==> config.mk <==
export PLATFORM = sky130hd
export DESIGN_NAME = self_trigger_top
export DESIGN_NICKNAME = d
export VERILOG_FILES = /design/src/common/trg_pkg.sv /design/src/logic/trg_regs.sv /design/src/trigger/hit_detect.sv /design/src/trigger/trigger_window.sv /design/src/trigger/hit_capture.sv /design/src/logic/self_trigger_top.sv
export SDC_FILE = /design/constraint.sdc
export NUM_CORES = 1
export LEC_CHECK = 0
export BUFFER_PORTS_ARGS = -buffer_cell sky130_fd_sc_hd__buf_2
export CORE_UTILIZATION = 45
export DETAILED_ROUTE_END_ITERATION = 8
export MAX_ROUTING_LAYER = met4
export PLACE_DENSITY = 0.65
export SLEW_MARGIN = 25
export SYNTH_ARGS = -nofsm -noshare
export SYNTH_HDL_FRONTEND = slang
export SYNTH_HIERARCHICAL = 1
export SYNTH_SLANG_ARGS = --single-unit
==> constraint.sdc <==
create_clock -name AXIS_ACLK -period 13.4 [get_ports AXIS_ACLK]
set_input_delay 2.01 -clock AXIS_ACLK [delete_from_list [all_inputs] [get_ports AXIS_ACLK]]
set_output_delay 2.01 -clock AXIS_ACLK [all_outputs]
set_load 0.01 [all_outputs]
==> src/common/trg_pkg.sv <==
package trg_pkg;

  // sample and bus geometry
  localparam int adc_bits = 12;
  localparam int lane_bits = 16;
  localparam int samples_per_beat = 8;
  localparam int tdata_bits = 128;
  localparam int time_bits = 44;

  // window lengths, in valid beats
  localparam int post_len = 38;
  localparam int acqui_len = 100;
  localparam int count_bits = 7;

  // register port
  localparam int wb_data_bits = 32;

  typedef enum logic [1:0] {
    reg_threshold = 2'd0,
    reg_baseline  = 2'd1,
    reg_control   = 2'd2,
    reg_hit_count = 2'd3
  } wb_addr_e;

  // live trigger configuration
  typedef struct packed {
    logic signed [adc_bits:0]   threshold;
    logic signed [adc_bits-1:0] baseline;
    logic                       enable;
  } trg_cfg_t;

  // one beat as it moves between stages
  typedef struct packed {
    logic [tdata_bits-1:0] data;
    logic                  valid;
    logic                  hit;
    logic                  hit_rise;
    logic                  hit_fall;
    logic [time_bits-1:0]  time_stamp;
    trg_cfg_t              cfg;
  } beat_t;

  // stage 2 result
  typedef struct packed {
    beat_t beat;
    logic  triggered;
  } win_t;

  // record taken at the start of a hit run
  typedef struct packed {
    logic [time_bits-1:0]       time_stamp;
    logic signed [adc_bits-1:0] baseline;
    logic signed [adc_bits:0]   threshold;
  } event_t;

endpackage

==> src/logic/trg_regs.sv <==
module trg_regs (
  input  logic                                AXIS_ACLK,
  input  logic                                hit_flag_negedge,
  input  logic                                wb_cyc,
  input  logic                                wb_stb,
  input  logic                                wb_we,
  input  trg_pkg::wb_addr_e                   wb_adr,
  input  logic [trg_pkg::wb_data_bits-1:0]    wb_dat_w,
  input  trg_pkg::win_t                       s2,
  output logic [trg_pkg::wb_data_bits-1:0]    wb_dat_r,
  output logic                                wb_ack,
  output trg_pkg::trg_cfg_t                   cfg
);

  logic signed [trg_pkg::adc_bits:0]   threshold;
  logic signed [trg_pkg::adc_bits-1:0] baseline;
  logic                                enable;
  logic [trg_pkg::wb_data_bits-1:0]    hit_cnt;
  logic                                wb_req;
  logic [trg_pkg::wb_data_bits-1:0]    rd_mux;

  // a request not yet answered
  assign wb_req = wb_cyc && wb_stb && !wb_ack;

  assign cfg.threshold = threshold;
  assign cfg.baseline  = baseline;
  assign cfg.enable    = enable;

  // signed fields go out as raw bits
  always_comb begin
    case (wb_adr)
      trg_pkg::reg_threshold:
        rd_mux = {{(trg_pkg::wb_data_bits - trg_pkg::adc_bits - 1){1'b0}}, threshold};
      trg_pkg::reg_baseline:
        rd_mux = {{(trg_pkg::wb_data_bits - trg_pkg::adc_bits){1'b0}}, baseline};
      trg_pkg::reg_control:
        rd_mux = {{(trg_pkg::wb_data_bits - 1){1'b0}}, enable};
      default:
        rd_mux = hit_cnt;
    endcase
  end

  always_ff @(posedge AXIS_ACLK or posedge hit_flag_negedge) begin
    if (hit_flag_negedge) begin
      wb_ack    <= 1'b0;
      threshold <= '0;
      baseline  <= '0;
      enable    <= 1'b0;
      hit_cnt   <= '0;
    end else begin
      wb_ack <= wb_req;
      // writes land on the edge that raises ack
      if (wb_req && wb_we) begin
        case (wb_adr)
          trg_pkg::reg_threshold: threshold <= wb_dat_w[trg_pkg::adc_bits:0];
          trg_pkg::reg_baseline:  baseline  <= wb_dat_w[trg_pkg::adc_bits-1:0];
          trg_pkg::reg_control:   enable    <= wb_dat_w[0];
          default: ;
        endcase
      end
      // one count per triggered run start, wraps
      if (s2.triggered && s2.beat.hit_rise) begin
        hit_cnt <= hit_cnt + 1'b1;
      end
    end
  end

  always_ff @(posedge AXIS_ACLK) begin
    if (wb_req) begin
      wb_dat_r <= rd_mux;
    end
  end

  // ack only ever answers a live request
  a_ack_after_req: assert property (
    @(posedge AXIS_ACLK) disable iff (hit_flag_negedge)
    wb_ack |-> $past(wb_cyc && wb_stb)
  );

endmodule

==> src/trigger/hit_detect.sv <==
module hit_detect (
  input  logic                              AXIS_ACLK,
  input  logic                              hit_flag_negedge,
  input  logic [trg_pkg::tdata_bits-1:0]    s_tdata,
  input  logic                              s_tvalid,
  input  logic [trg_pkg::time_bits-1:0]     current_time,
  input  trg_pkg::trg_cfg_t                 cfg,
  output trg_pkg::beat_t                    s1
);

  logic signed [trg_pkg::adc_bits-1:0] sample [trg_pkg::samples_per_beat];
  logic signed [trg_pkg::adc_bits:0]   delta  [trg_pkg::samples_per_beat];
  logic [trg_pkg::samples_per_beat-1:0] above;
  logic                                 hit;
  logic                                 prev_hit;

  // sample sits in the upper 12 bits of each lane
  always_comb begin
    for (int i = 0; i < trg_pkg::samples_per_beat; i++) begin
      sample[i] = s_tdata[i*trg_pkg::lane_bits + trg_pkg::lane_bits-1 -: trg_pkg::adc_bits];
      delta[i]  = sample[i] - cfg.baseline;
      above[i]  = delta[i] >= cfg.threshold;
    end
  end

  assign hit = s_tvalid && cfg.enable && (|above);

  // previous-hit state follows valid beats only
  always_ff @(posedge AXIS_ACLK or posedge hit_flag_negedge) begin
    if (hit_flag_negedge) begin
      prev_hit <= 1'b0;
    end else if (s_tvalid) begin
      prev_hit <= hit;
    end
  end

  always_ff @(posedge AXIS_ACLK or posedge hit_flag_negedge) begin
    if (hit_flag_negedge) begin
      s1      <= '0;
      s1.data <= '1;
    end else begin
      s1.data       <= s_tdata;
      s1.valid      <= s_tvalid;
      s1.hit        <= hit;
      s1.hit_rise   <= hit && !prev_hit;
      s1.hit_fall   <= s_tvalid && !hit && prev_hit;
      // time and config in force at this beat
      s1.time_stamp <= current_time;
      s1.cfg        <= cfg;
    end
  end

endmodule

==> src/trigger/trigger_window.sv <==
module trigger_window (
  input  logic           AXIS_ACLK,
  input  logic           hit_flag_negedge,
  input  trg_pkg::beat_t s1,
  output trg_pkg::win_t  s2
);

  logic [trg_pkg::count_bits-1:0] post_cnt;
  logic [trg_pkg::count_bits-1:0] post_nxt;
  logic [trg_pkg::count_bits-1:0] run_cnt;
  logic [trg_pkg::count_bits-1:0] run_nxt;
  logic                           fall_seen;
  logic                           fall_nxt;
  logic                           over_len;
  logic                           over_nxt;
  logic                           trig;

  // next state for this beat; idle cycles hold everything
  always_comb begin
    post_nxt = post_cnt;
    run_nxt  = run_cnt;
    fall_nxt = fall_seen;
    over_nxt = over_len;
    trig     = 1'b0;
    if (s1.valid) begin
      // trailing beats after the run ends
      if (s1.hit_fall) begin
        post_nxt = '0;
      end else if (post_cnt < trg_pkg::post_len) begin
        post_nxt = post_cnt + 1'b1;
      end

      // beats since the run started
      if (s1.hit_rise) begin
        run_nxt = '0;
      end else if (run_cnt < trg_pkg::acqui_len) begin
        run_nxt = run_cnt + 1'b1;
      end

      if (s1.hit_rise) begin
        fall_nxt = 1'b0;
      end else if (s1.hit_fall) begin
        fall_nxt = 1'b1;
      end

      // sticky until the next rise
      over_nxt = (over_len && !s1.hit_rise) || (run_nxt >= trg_pkg::acqui_len);

      trig = !over_nxt && (s1.hit || (fall_nxt && (post_nxt < trg_pkg::post_len)));
    end
  end

  always_ff @(posedge AXIS_ACLK or posedge hit_flag_negedge) begin
    if (hit_flag_negedge) begin
      post_cnt  <= '0;
      run_cnt   <= '0;
      fall_seen <= 1'b0;
      over_len  <= 1'b0;
    end else begin
      post_cnt  <= post_nxt;
      run_cnt   <= run_nxt;
      fall_seen <= fall_nxt;
      over_len  <= over_nxt;
    end
  end

  always_ff @(posedge AXIS_ACLK or posedge hit_flag_negedge) begin
    if (hit_flag_negedge) begin
      s2           <= '0;
      s2.beat.data <= '1;
    end else begin
      s2.beat      <= s1;
      s2.triggered <= trig;
    end
  end

  // no trigger on an idle cycle
  a_trig_valid: assert property (
    @(posedge AXIS_ACLK) disable iff (hit_flag_negedge)
    s2.triggered |-> s2.beat.valid
  );

endmodule

==> src/trigger/hit_capture.sv <==
module hit_capture (
  input  logic                            AXIS_ACLK,
  input  logic                            hit_flag_negedge,
  input  trg_pkg::win_t                   s2,
  output logic [trg_pkg::tdata_bits-1:0]  m_tdata,
  output logic                            m_tvalid,
  output logic                            triggered,
  output trg_pkg::event_t                 hit_event,
  output logic                            event_valid
);

  trg_pkg::event_t fresh;
  trg_pkg::event_t event_q;

  assign m_tvalid    = s2.beat.valid;
  assign triggered   = s2.triggered;
  assign event_valid = s2.triggered && s2.beat.hit_rise;

  // valid lanes get the sample moved down and zero-extended
  // idle lanes pass as registered
  always_comb begin
    m_tdata = s2.beat.data;
    if (s2.beat.valid) begin
      for (int i = 0; i < trg_pkg::samples_per_beat; i++) begin
        m_tdata[i*trg_pkg::lane_bits +: trg_pkg::lane_bits] = {
          {(trg_pkg::lane_bits - trg_pkg::adc_bits){1'b0}},
          s2.beat.data[i*trg_pkg::lane_bits + trg_pkg::lane_bits-1 -: trg_pkg::adc_bits]
        };
      end
    end
  end

  always_comb begin
    fresh.time_stamp = s2.beat.time_stamp;
    fresh.baseline   = s2.beat.cfg.baseline;
    fresh.threshold  = s2.beat.cfg.threshold;
  end

  always_ff @(posedge AXIS_ACLK or posedge hit_flag_negedge) begin
    if (hit_flag_negedge) begin
      event_q <= '0;
    end else if (event_valid) begin
      event_q <= fresh;
    end
  end

  // new record shows with its pulse, then holds
  assign hit_event = event_valid ? fresh : event_q;

  a_event_trig: assert property (
    @(posedge AXIS_ACLK) disable iff (hit_flag_negedge)
    event_valid |-> triggered
  );

endmodule

==> src/logic/self_trigger_top.sv <==
module self_trigger_top (
  input  logic                              AXIS_ACLK,
  input  logic                              hit_flag_negedge,
  input  logic [trg_pkg::tdata_bits-1:0]    s_tdata,
  input  logic                              s_tvalid,
  input  logic [trg_pkg::time_bits-1:0]     current_time,
  input  logic                              wb_cyc,
  input  logic                              wb_stb,
  input  logic                              wb_we,
  input  trg_pkg::wb_addr_e                 wb_adr,
  input  logic [trg_pkg::wb_data_bits-1:0]  wb_dat_w,
  output logic [trg_pkg::wb_data_bits-1:0]  wb_dat_r,
  output logic                              wb_ack,
  output logic [trg_pkg::tdata_bits-1:0]    m_tdata,
  output logic                              m_tvalid,
  output logic                              triggered,
  output trg_pkg::event_t                   hit_event,
  output logic                              event_valid
);

  trg_pkg::trg_cfg_t cfg;
  trg_pkg::beat_t    s1;
  trg_pkg::win_t     s2;

  trg_regs u_regs (
    .AXIS_ACLK        (AXIS_ACLK),
    .hit_flag_negedge (hit_flag_negedge),
    .wb_cyc           (wb_cyc),
    .wb_stb           (wb_stb),
    .wb_we            (wb_we),
    .wb_adr           (wb_adr),
    .wb_dat_w         (wb_dat_w),
    .s2               (s2),
    .wb_dat_r         (wb_dat_r),
    .wb_ack           (wb_ack),
    .cfg              (cfg)
  );

  // detect, window, capture
  hit_detect u_detect (
    .AXIS_ACLK        (AXIS_ACLK),
    .hit_flag_negedge (hit_flag_negedge),
    .s_tdata          (s_tdata),
    .s_tvalid         (s_tvalid),
    .current_time     (current_time),
    .cfg              (cfg),
    .s1               (s1)
  );

  trigger_window u_window (
    .AXIS_ACLK        (AXIS_ACLK),
    .hit_flag_negedge (hit_flag_negedge),
    .s1               (s1),
    .s2               (s2)
  );

  hit_capture u_capture (
    .AXIS_ACLK        (AXIS_ACLK),
    .hit_flag_negedge (hit_flag_negedge),
    .s2               (s2),
    .m_tdata          (m_tdata),
    .m_tvalid         (m_tvalid),
    .triggered        (triggered),
    .hit_event        (hit_event),
    .event_valid      (event_valid)
  );

endmodule

==> impl_results.md, run 1 <==
- Outcome: completed
- Max Freq: 0.160 GHz
- H-tree depth: 2
- Final critical-path share of the clock period: 46.8%
- YS warnings: 6
- Std-Cell Core Area: 0.0568 mm2
- Register area: 0.0149 mm2
- Placement Setup Slack: 6690 ps
- Filler cells: 4749
- Final setup viols: 0
- Initial Utilization: 46.0%
- Endpoints failing hold: 0
- Final Net Count: 2806
- Worst hold path type: reg -> reg
- DR vias/cell: 5.29
- Synth Net Count: 2355
- Syn_area_per_cell: 13.5 um2
- Arrival time at the worst endpoint: 6760 ps
- Slew Limit Fails: 0
- Vias in the first global route: 17700
- CP Launch Type: primary input
- Ports: 445
- GPL Wtd Cong: 0.878
- Placed cells: 3079
- Die Width: 243 um
- Static Leak: 14.5 nW
- Antenna violations before repair: 3
- IO Port Bufs: 425
- Root Buffer Master: clkbuf_16
- Area growth from synthesis to layout: 18.2%
- Final HPWL DP: 47700 um
- DRC: 0
- Post-Layout Cell Count: 3187
- Initial drt markers: 775
- Setup crit end kind: register
- Synthesized instance count: 1932
- Routed via count: 16900
- First-pass DRT Iterations: 5
- Clock Skew: 20.8 ps
- Area of the multi-input gates: 0.0104 mm2
- CTS tree: built
- Max-cap check violation count: 0
- Worst vdd ir: 0.106 mV
- Remaining global-route overflow: 0
- Max_slew headroom: 31.7%
- Crit path time final: 6270 ps
- Num CTS Buffers: 57
- Cts hold-fix bufs: 0
- Clock Pin Slew Worst Setup and Hold Paths: 60 ps
- Post-DR wirelength/cell: 21.2 um
- Hold slack: 339 ps
- Clock sink total: 578
- Largest net degree at the start of global routing: 137
- Clk_lat worst skew: 620 ps
- TNS Setup: 0 ps
- Number of setup buffers added after CTS: 0
- GRT Total Usage: 23.6%
- Die height: 243 um
- Pwr dens: 179 mW/mm2
- Die area: 0.0590 mm2
- First-pass GRT wire length: 103000 um
- Total Wirelength: 67500 um
- Resized cells post-CTS: 0
- Setup ws final: 7130 ps
- Worst-margin pin slew: 998 ps
- ANT nets after route: 0
- Cell area after synthesis: 0.0261 mm2
- Clk buf depth: 3
- Layout cells sized above 1: 42.3%
- # rows: 87
- Required time worst endpoint: 13890 ps
- Critical path type: in -> reg
- CP max FO: 3
- RSZ-0062 raised after global routing: false
path summary, 6_finish.rpt:
check                                         from                end  slack [ps]  cells past startpoint
worst max-delay path                   s_tdata[68]  u_detect/prev_hit        7130                     20
max in group asynchronous         hit_flag_negedge    u_window/s2[53]       10350                      3
worst min-delay path              u_detect/s1[130]   u_window/s2[131]         340                      0
worst max register to register  u_regs/baseline[0]  u_detect/prev_hit        7710                     19
min in group asynchronous         hit_flag_negedge    u_detect/s1[28]        1590                      2
worst min register to register    u_detect/s1[130]   u_window/s2[131]         340                      0
power breakdown:
group          internal, mW  leakage [nW]  switching, mW  total (mW)
Combinational         0.746          6.88           1.02        1.77
Clock                 0.955         0.947          0.685        1.64
Sequential             2.00          6.66          0.118        2.12
cell usage in the layout (no fill, tap or decap), types with 78 or more instances in the layout:
master   count
nand2_1     78
dfstp_2    256
ha_1       203
mux2_4      88
inv_1       86
mux2_2     104
xnor2_1     82
nor2_1      99
dfrtp_1    289
buf_2      425
final cells by class:
cell class | instances | area share [%]
multi-input cells | 1218 | 33.7
repair buffers | 438 | 7.28
flip-flops and latches | 578 | 48.4
clock buffers | 83 | 5.46
diodes | 2 | 0.0162
clock inverters | 22 | 0.880
inverters | 90 | 1.16
well taps | 756 | 3.06
metal layers:
metal / wire length, um / track usage, %
met2: 32800 / 37.9
met5: 0 / -
met1: 29400 / 30.5
met4: 1970 / 7.38
met3: 3400 / 4.28
worst max-delay path, cell delays in order:
cell       delay, ps
buf_2            110
inv_1             90
ha_1             170
inv_1             60
fa_1             400
a21o_1           190
a21oi_1          220
o21bai_1         140
a2111oi_2        430
o31ai_1          180
o21ai_1          220
a31o_2           210
ha_1             250
nand4_1          150
nor4_1            70
a2111oi_0        850
nand4_1          260
nor4_2           400
a31oi_2          170
a21o_1           190
stage by stage:
step	utilization [%]	power, mW	area, um2
finish	54.3	5.53	30900
global route	54.3	5.86	30900
CTS	54.2	5.57	30800
detailed placement	50.8	3.90	28900
global placement	50.8	3.82	28900
floorplan	-	3.32	26100
flip-flops by register name, summed over array words and instances, names as in the netlist:
signal / flops
u_regs/wb_dat_r: 32
u_capture/event_q: 69
u_detect/prev_hit: 1
u_regs/threshold: 13
u_regs/hit_cnt: 32
u_regs/baseline: 12
u_window/over_len: 1
u_regs/enable: 1
u_window/s2: 200
u_window/post_cnt: 7
u_window/run_cnt: 7
u_detect/s1: 201
u_window/fall_seen: 1
u_regs/wb_ack: 1
Note: power is estimated with default switching activity, not from simulation.
==> run 2, diff against run 1 <==
==> constraint.sdc (replaced) <==
create_clock -name AXIS_ACLK -period 5.9 [get_ports AXIS_ACLK]
set_input_delay 0.885 -clock AXIS_ACLK [delete_from_list [all_inputs] [get_ports AXIS_ACLK]]
set_output_delay 0.885 -clock AXIS_ACLK [all_outputs]
set_load 0.01 [all_outputs]
==> impl_results.md, run 2 (same netlist as run 1, synthesis figures left out) <==
- Reg2reg start: u_regs/baseline[1]
- Cts hold-fix bufs: 0
- Area after DPL: 0.0289 mm2
- Critical path cell sequence: inv_1 > buf_4 > ha_1 > nor2b_1 > o21ai_1 > a21boi_1 > o41ai_2 > o21ai_1 > o41ai_1 > xnor2_1 > ha_1 > nand4_1 > nor3_1 > nor3_1 > o311ai_0 > nor4_2 > a31oi_2 > nor2b_1
- Largest net degree at the start of global routing: 110
- Ports: 445
- Clock Skew: 19.4 ps
- Die height: 243 um
- CP Launch Point: u_regs/baseline[1]
- H-tree depth: 2
- Post-DR wirelength/cell: 20.9 um
- Clock Pin Slew Worst Setup and Hold Paths: 60 ps
- Die area: 0.0590 mm2
- Buf/Inv on CP: 2
- Remaining global-route overflow: 0
- Max-cap check violation count: 0
- Most frequent cells in the layout: 425 x buf_2, 289 x dfrtp_1, 256 x dfstp_2
- Die Width: 243 um
- Max Freq: 0.189 GHz
- Clock sink total: 578
- CTS tree: built
- Total Wirelength: 66700 um
- Number of setup buffers added after CTS: 0
- Pwr dens: 408 mW/mm2
- Pwr Total: 12.6 mW
- CP max FO: 13
- DR vias/cell: 5.26
- Max reg flops: 201
- Root Buffer Master: clkbuf_16
- Post-Layout Cell Count: 3195
- Worst-margin pin slew: 1040 ps
- Top flop regs: u_detect/s1 (201), u_window/s2 (200), u_capture/event_q (69)
- Worst hold path type: reg -> reg
- Finished layout cell area: 0.0310 mm2
- Initial Utilization: 46.0%
- Static Leak: 14.5 nW
- Placement Setup Slack: 499 ps
- # rows: 87
- Hold slack: 346 ps
- Setup crit end kind: register
- First-pass GRT wire length: 101000 um
- IO Port Bufs: 425
- Area growth from synthesis to layout: 18.7%
- RSZ-0062 raised after global routing: false
- Crit path time final: 5300 ps
- Std-Cell Core Area: 0.0568 mm2
- Clk buf depth: 3
- Resized cells post-CTS: 0
- Required time worst endpoint: 6440 ps
- Slew Limit Fails: 0
- Max_slew headroom: 30.6%
- Worst vdd ir: 0.246 mV
- Routed via count: 16800
- Clk_lat worst skew: 630 ps
- GRT Total Usage: 23.1%
- Outcome: completed
- Commonest non-fill, non-tap cell in the layout: buf_2
- First-pass DRT Iterations: 5
- Final setup viols: 0
- GPL Wtd Cong: 0.863
- CP Launch Type: register
- TNS Setup: 0 ps
- Arrival time at the worst endpoint: 5840 ps
- Critical path type: reg -> reg
- Num CTS Buffers: 58
- Filler cells: 4728
- CP max stage cell: o311ai_0
- Layout cells sized above 1: 42.5%
- Reg with most FFs: u_detect/s1
- Final HPWL DP: 47500 um
- Setup ws final: 603 ps
- Initial drt markers: 835
- Antenna violations before repair: 4
- Final Net Count: 2808
- Placed cells: 3081
- Critical hold path startpoint: u_detect/s1[177]
- Endpoints failing hold: 0
- Final Util: 54.5%
- ANT nets after route: 0
- Vias in the first global route: 17000
- CP top delay family: compound AO/OA/AOI/OAI gates
- FF-to-FF setup slack: 600 ps
- CP peak stage delay: 750 ps
- Final critical-path share of the clock period: 89.8%
- DRC: 0
==> run 2: changes by cell type in the layout (fill, tap and decap cells not counted), sizes merged <==
cell	before	now
inv	93	92
diode	2	4
buf	438	439
clkinv	9	13
clkbuf	83	85
==> run 2: area by class of cell <==
cell class,instances,area (um2),share of cell area (%)
Antenna cell,4,10.0,0.0323
Clock buffer,85,1760,5.67
Clock inverter,25,307,0.989
Tap cell,756,946,3.05
Timing Repair Buffer,439,2270,7.34
Multi-Input combinational cell,1218,10400,33.6
Sequential cell,578,14900,48.2
Inverter,90,345,1.11
==> run 2: final timing paths <==
kind | to | cells after the start
min | u_window/s2[178] | 0
min reg2reg | u_window/s2[178] | 0
max | u_detect/s1[71] | 18
max reg2reg | u_detect/s1[71] | 18
max in group asynchronous | u_window/s2[74] | 3
min in group asynchronous | u_detect/s1[8] | 2
==> run 2: metal layers <==
metal	GRT usage, %	vias to the layer above	part of all wire [%]
met5	-	-	0
met4	7.77	0	2.5
met3	3.23	100	4.6
met2	36.6	486	49
met1	30.6	8419	44
li1	-	7807	-
==> run 2: where the power goes <==
group	leakage, nW	total, mW	internal [mW]	switching (mW)
logic	6.88	4.00	1.70	2.30
registers	6.66	4.81	4.55	0.264
clock network	1.00	3.82	2.26	1.56
total	14.5	12.6	8.50	4.13
==> run 2: worst register-to-register path, cell delays in order, from the launching register on <==
cell      delay (ps)
dfrtp_1          410
inv_1            740
buf_4            300
ha_1             230
nor2b_1          130
o21ai_1          150
a21boi_1         130
o41ai_2          320
o21ai_1          180
o41ai_1          330
xnor2_1          140
ha_1             320
nand4_1          130
nor3_1           360
nor3_1           110
o311ai_0         750
nor4_2           140
a31oi_2          210
nor2b_1          150
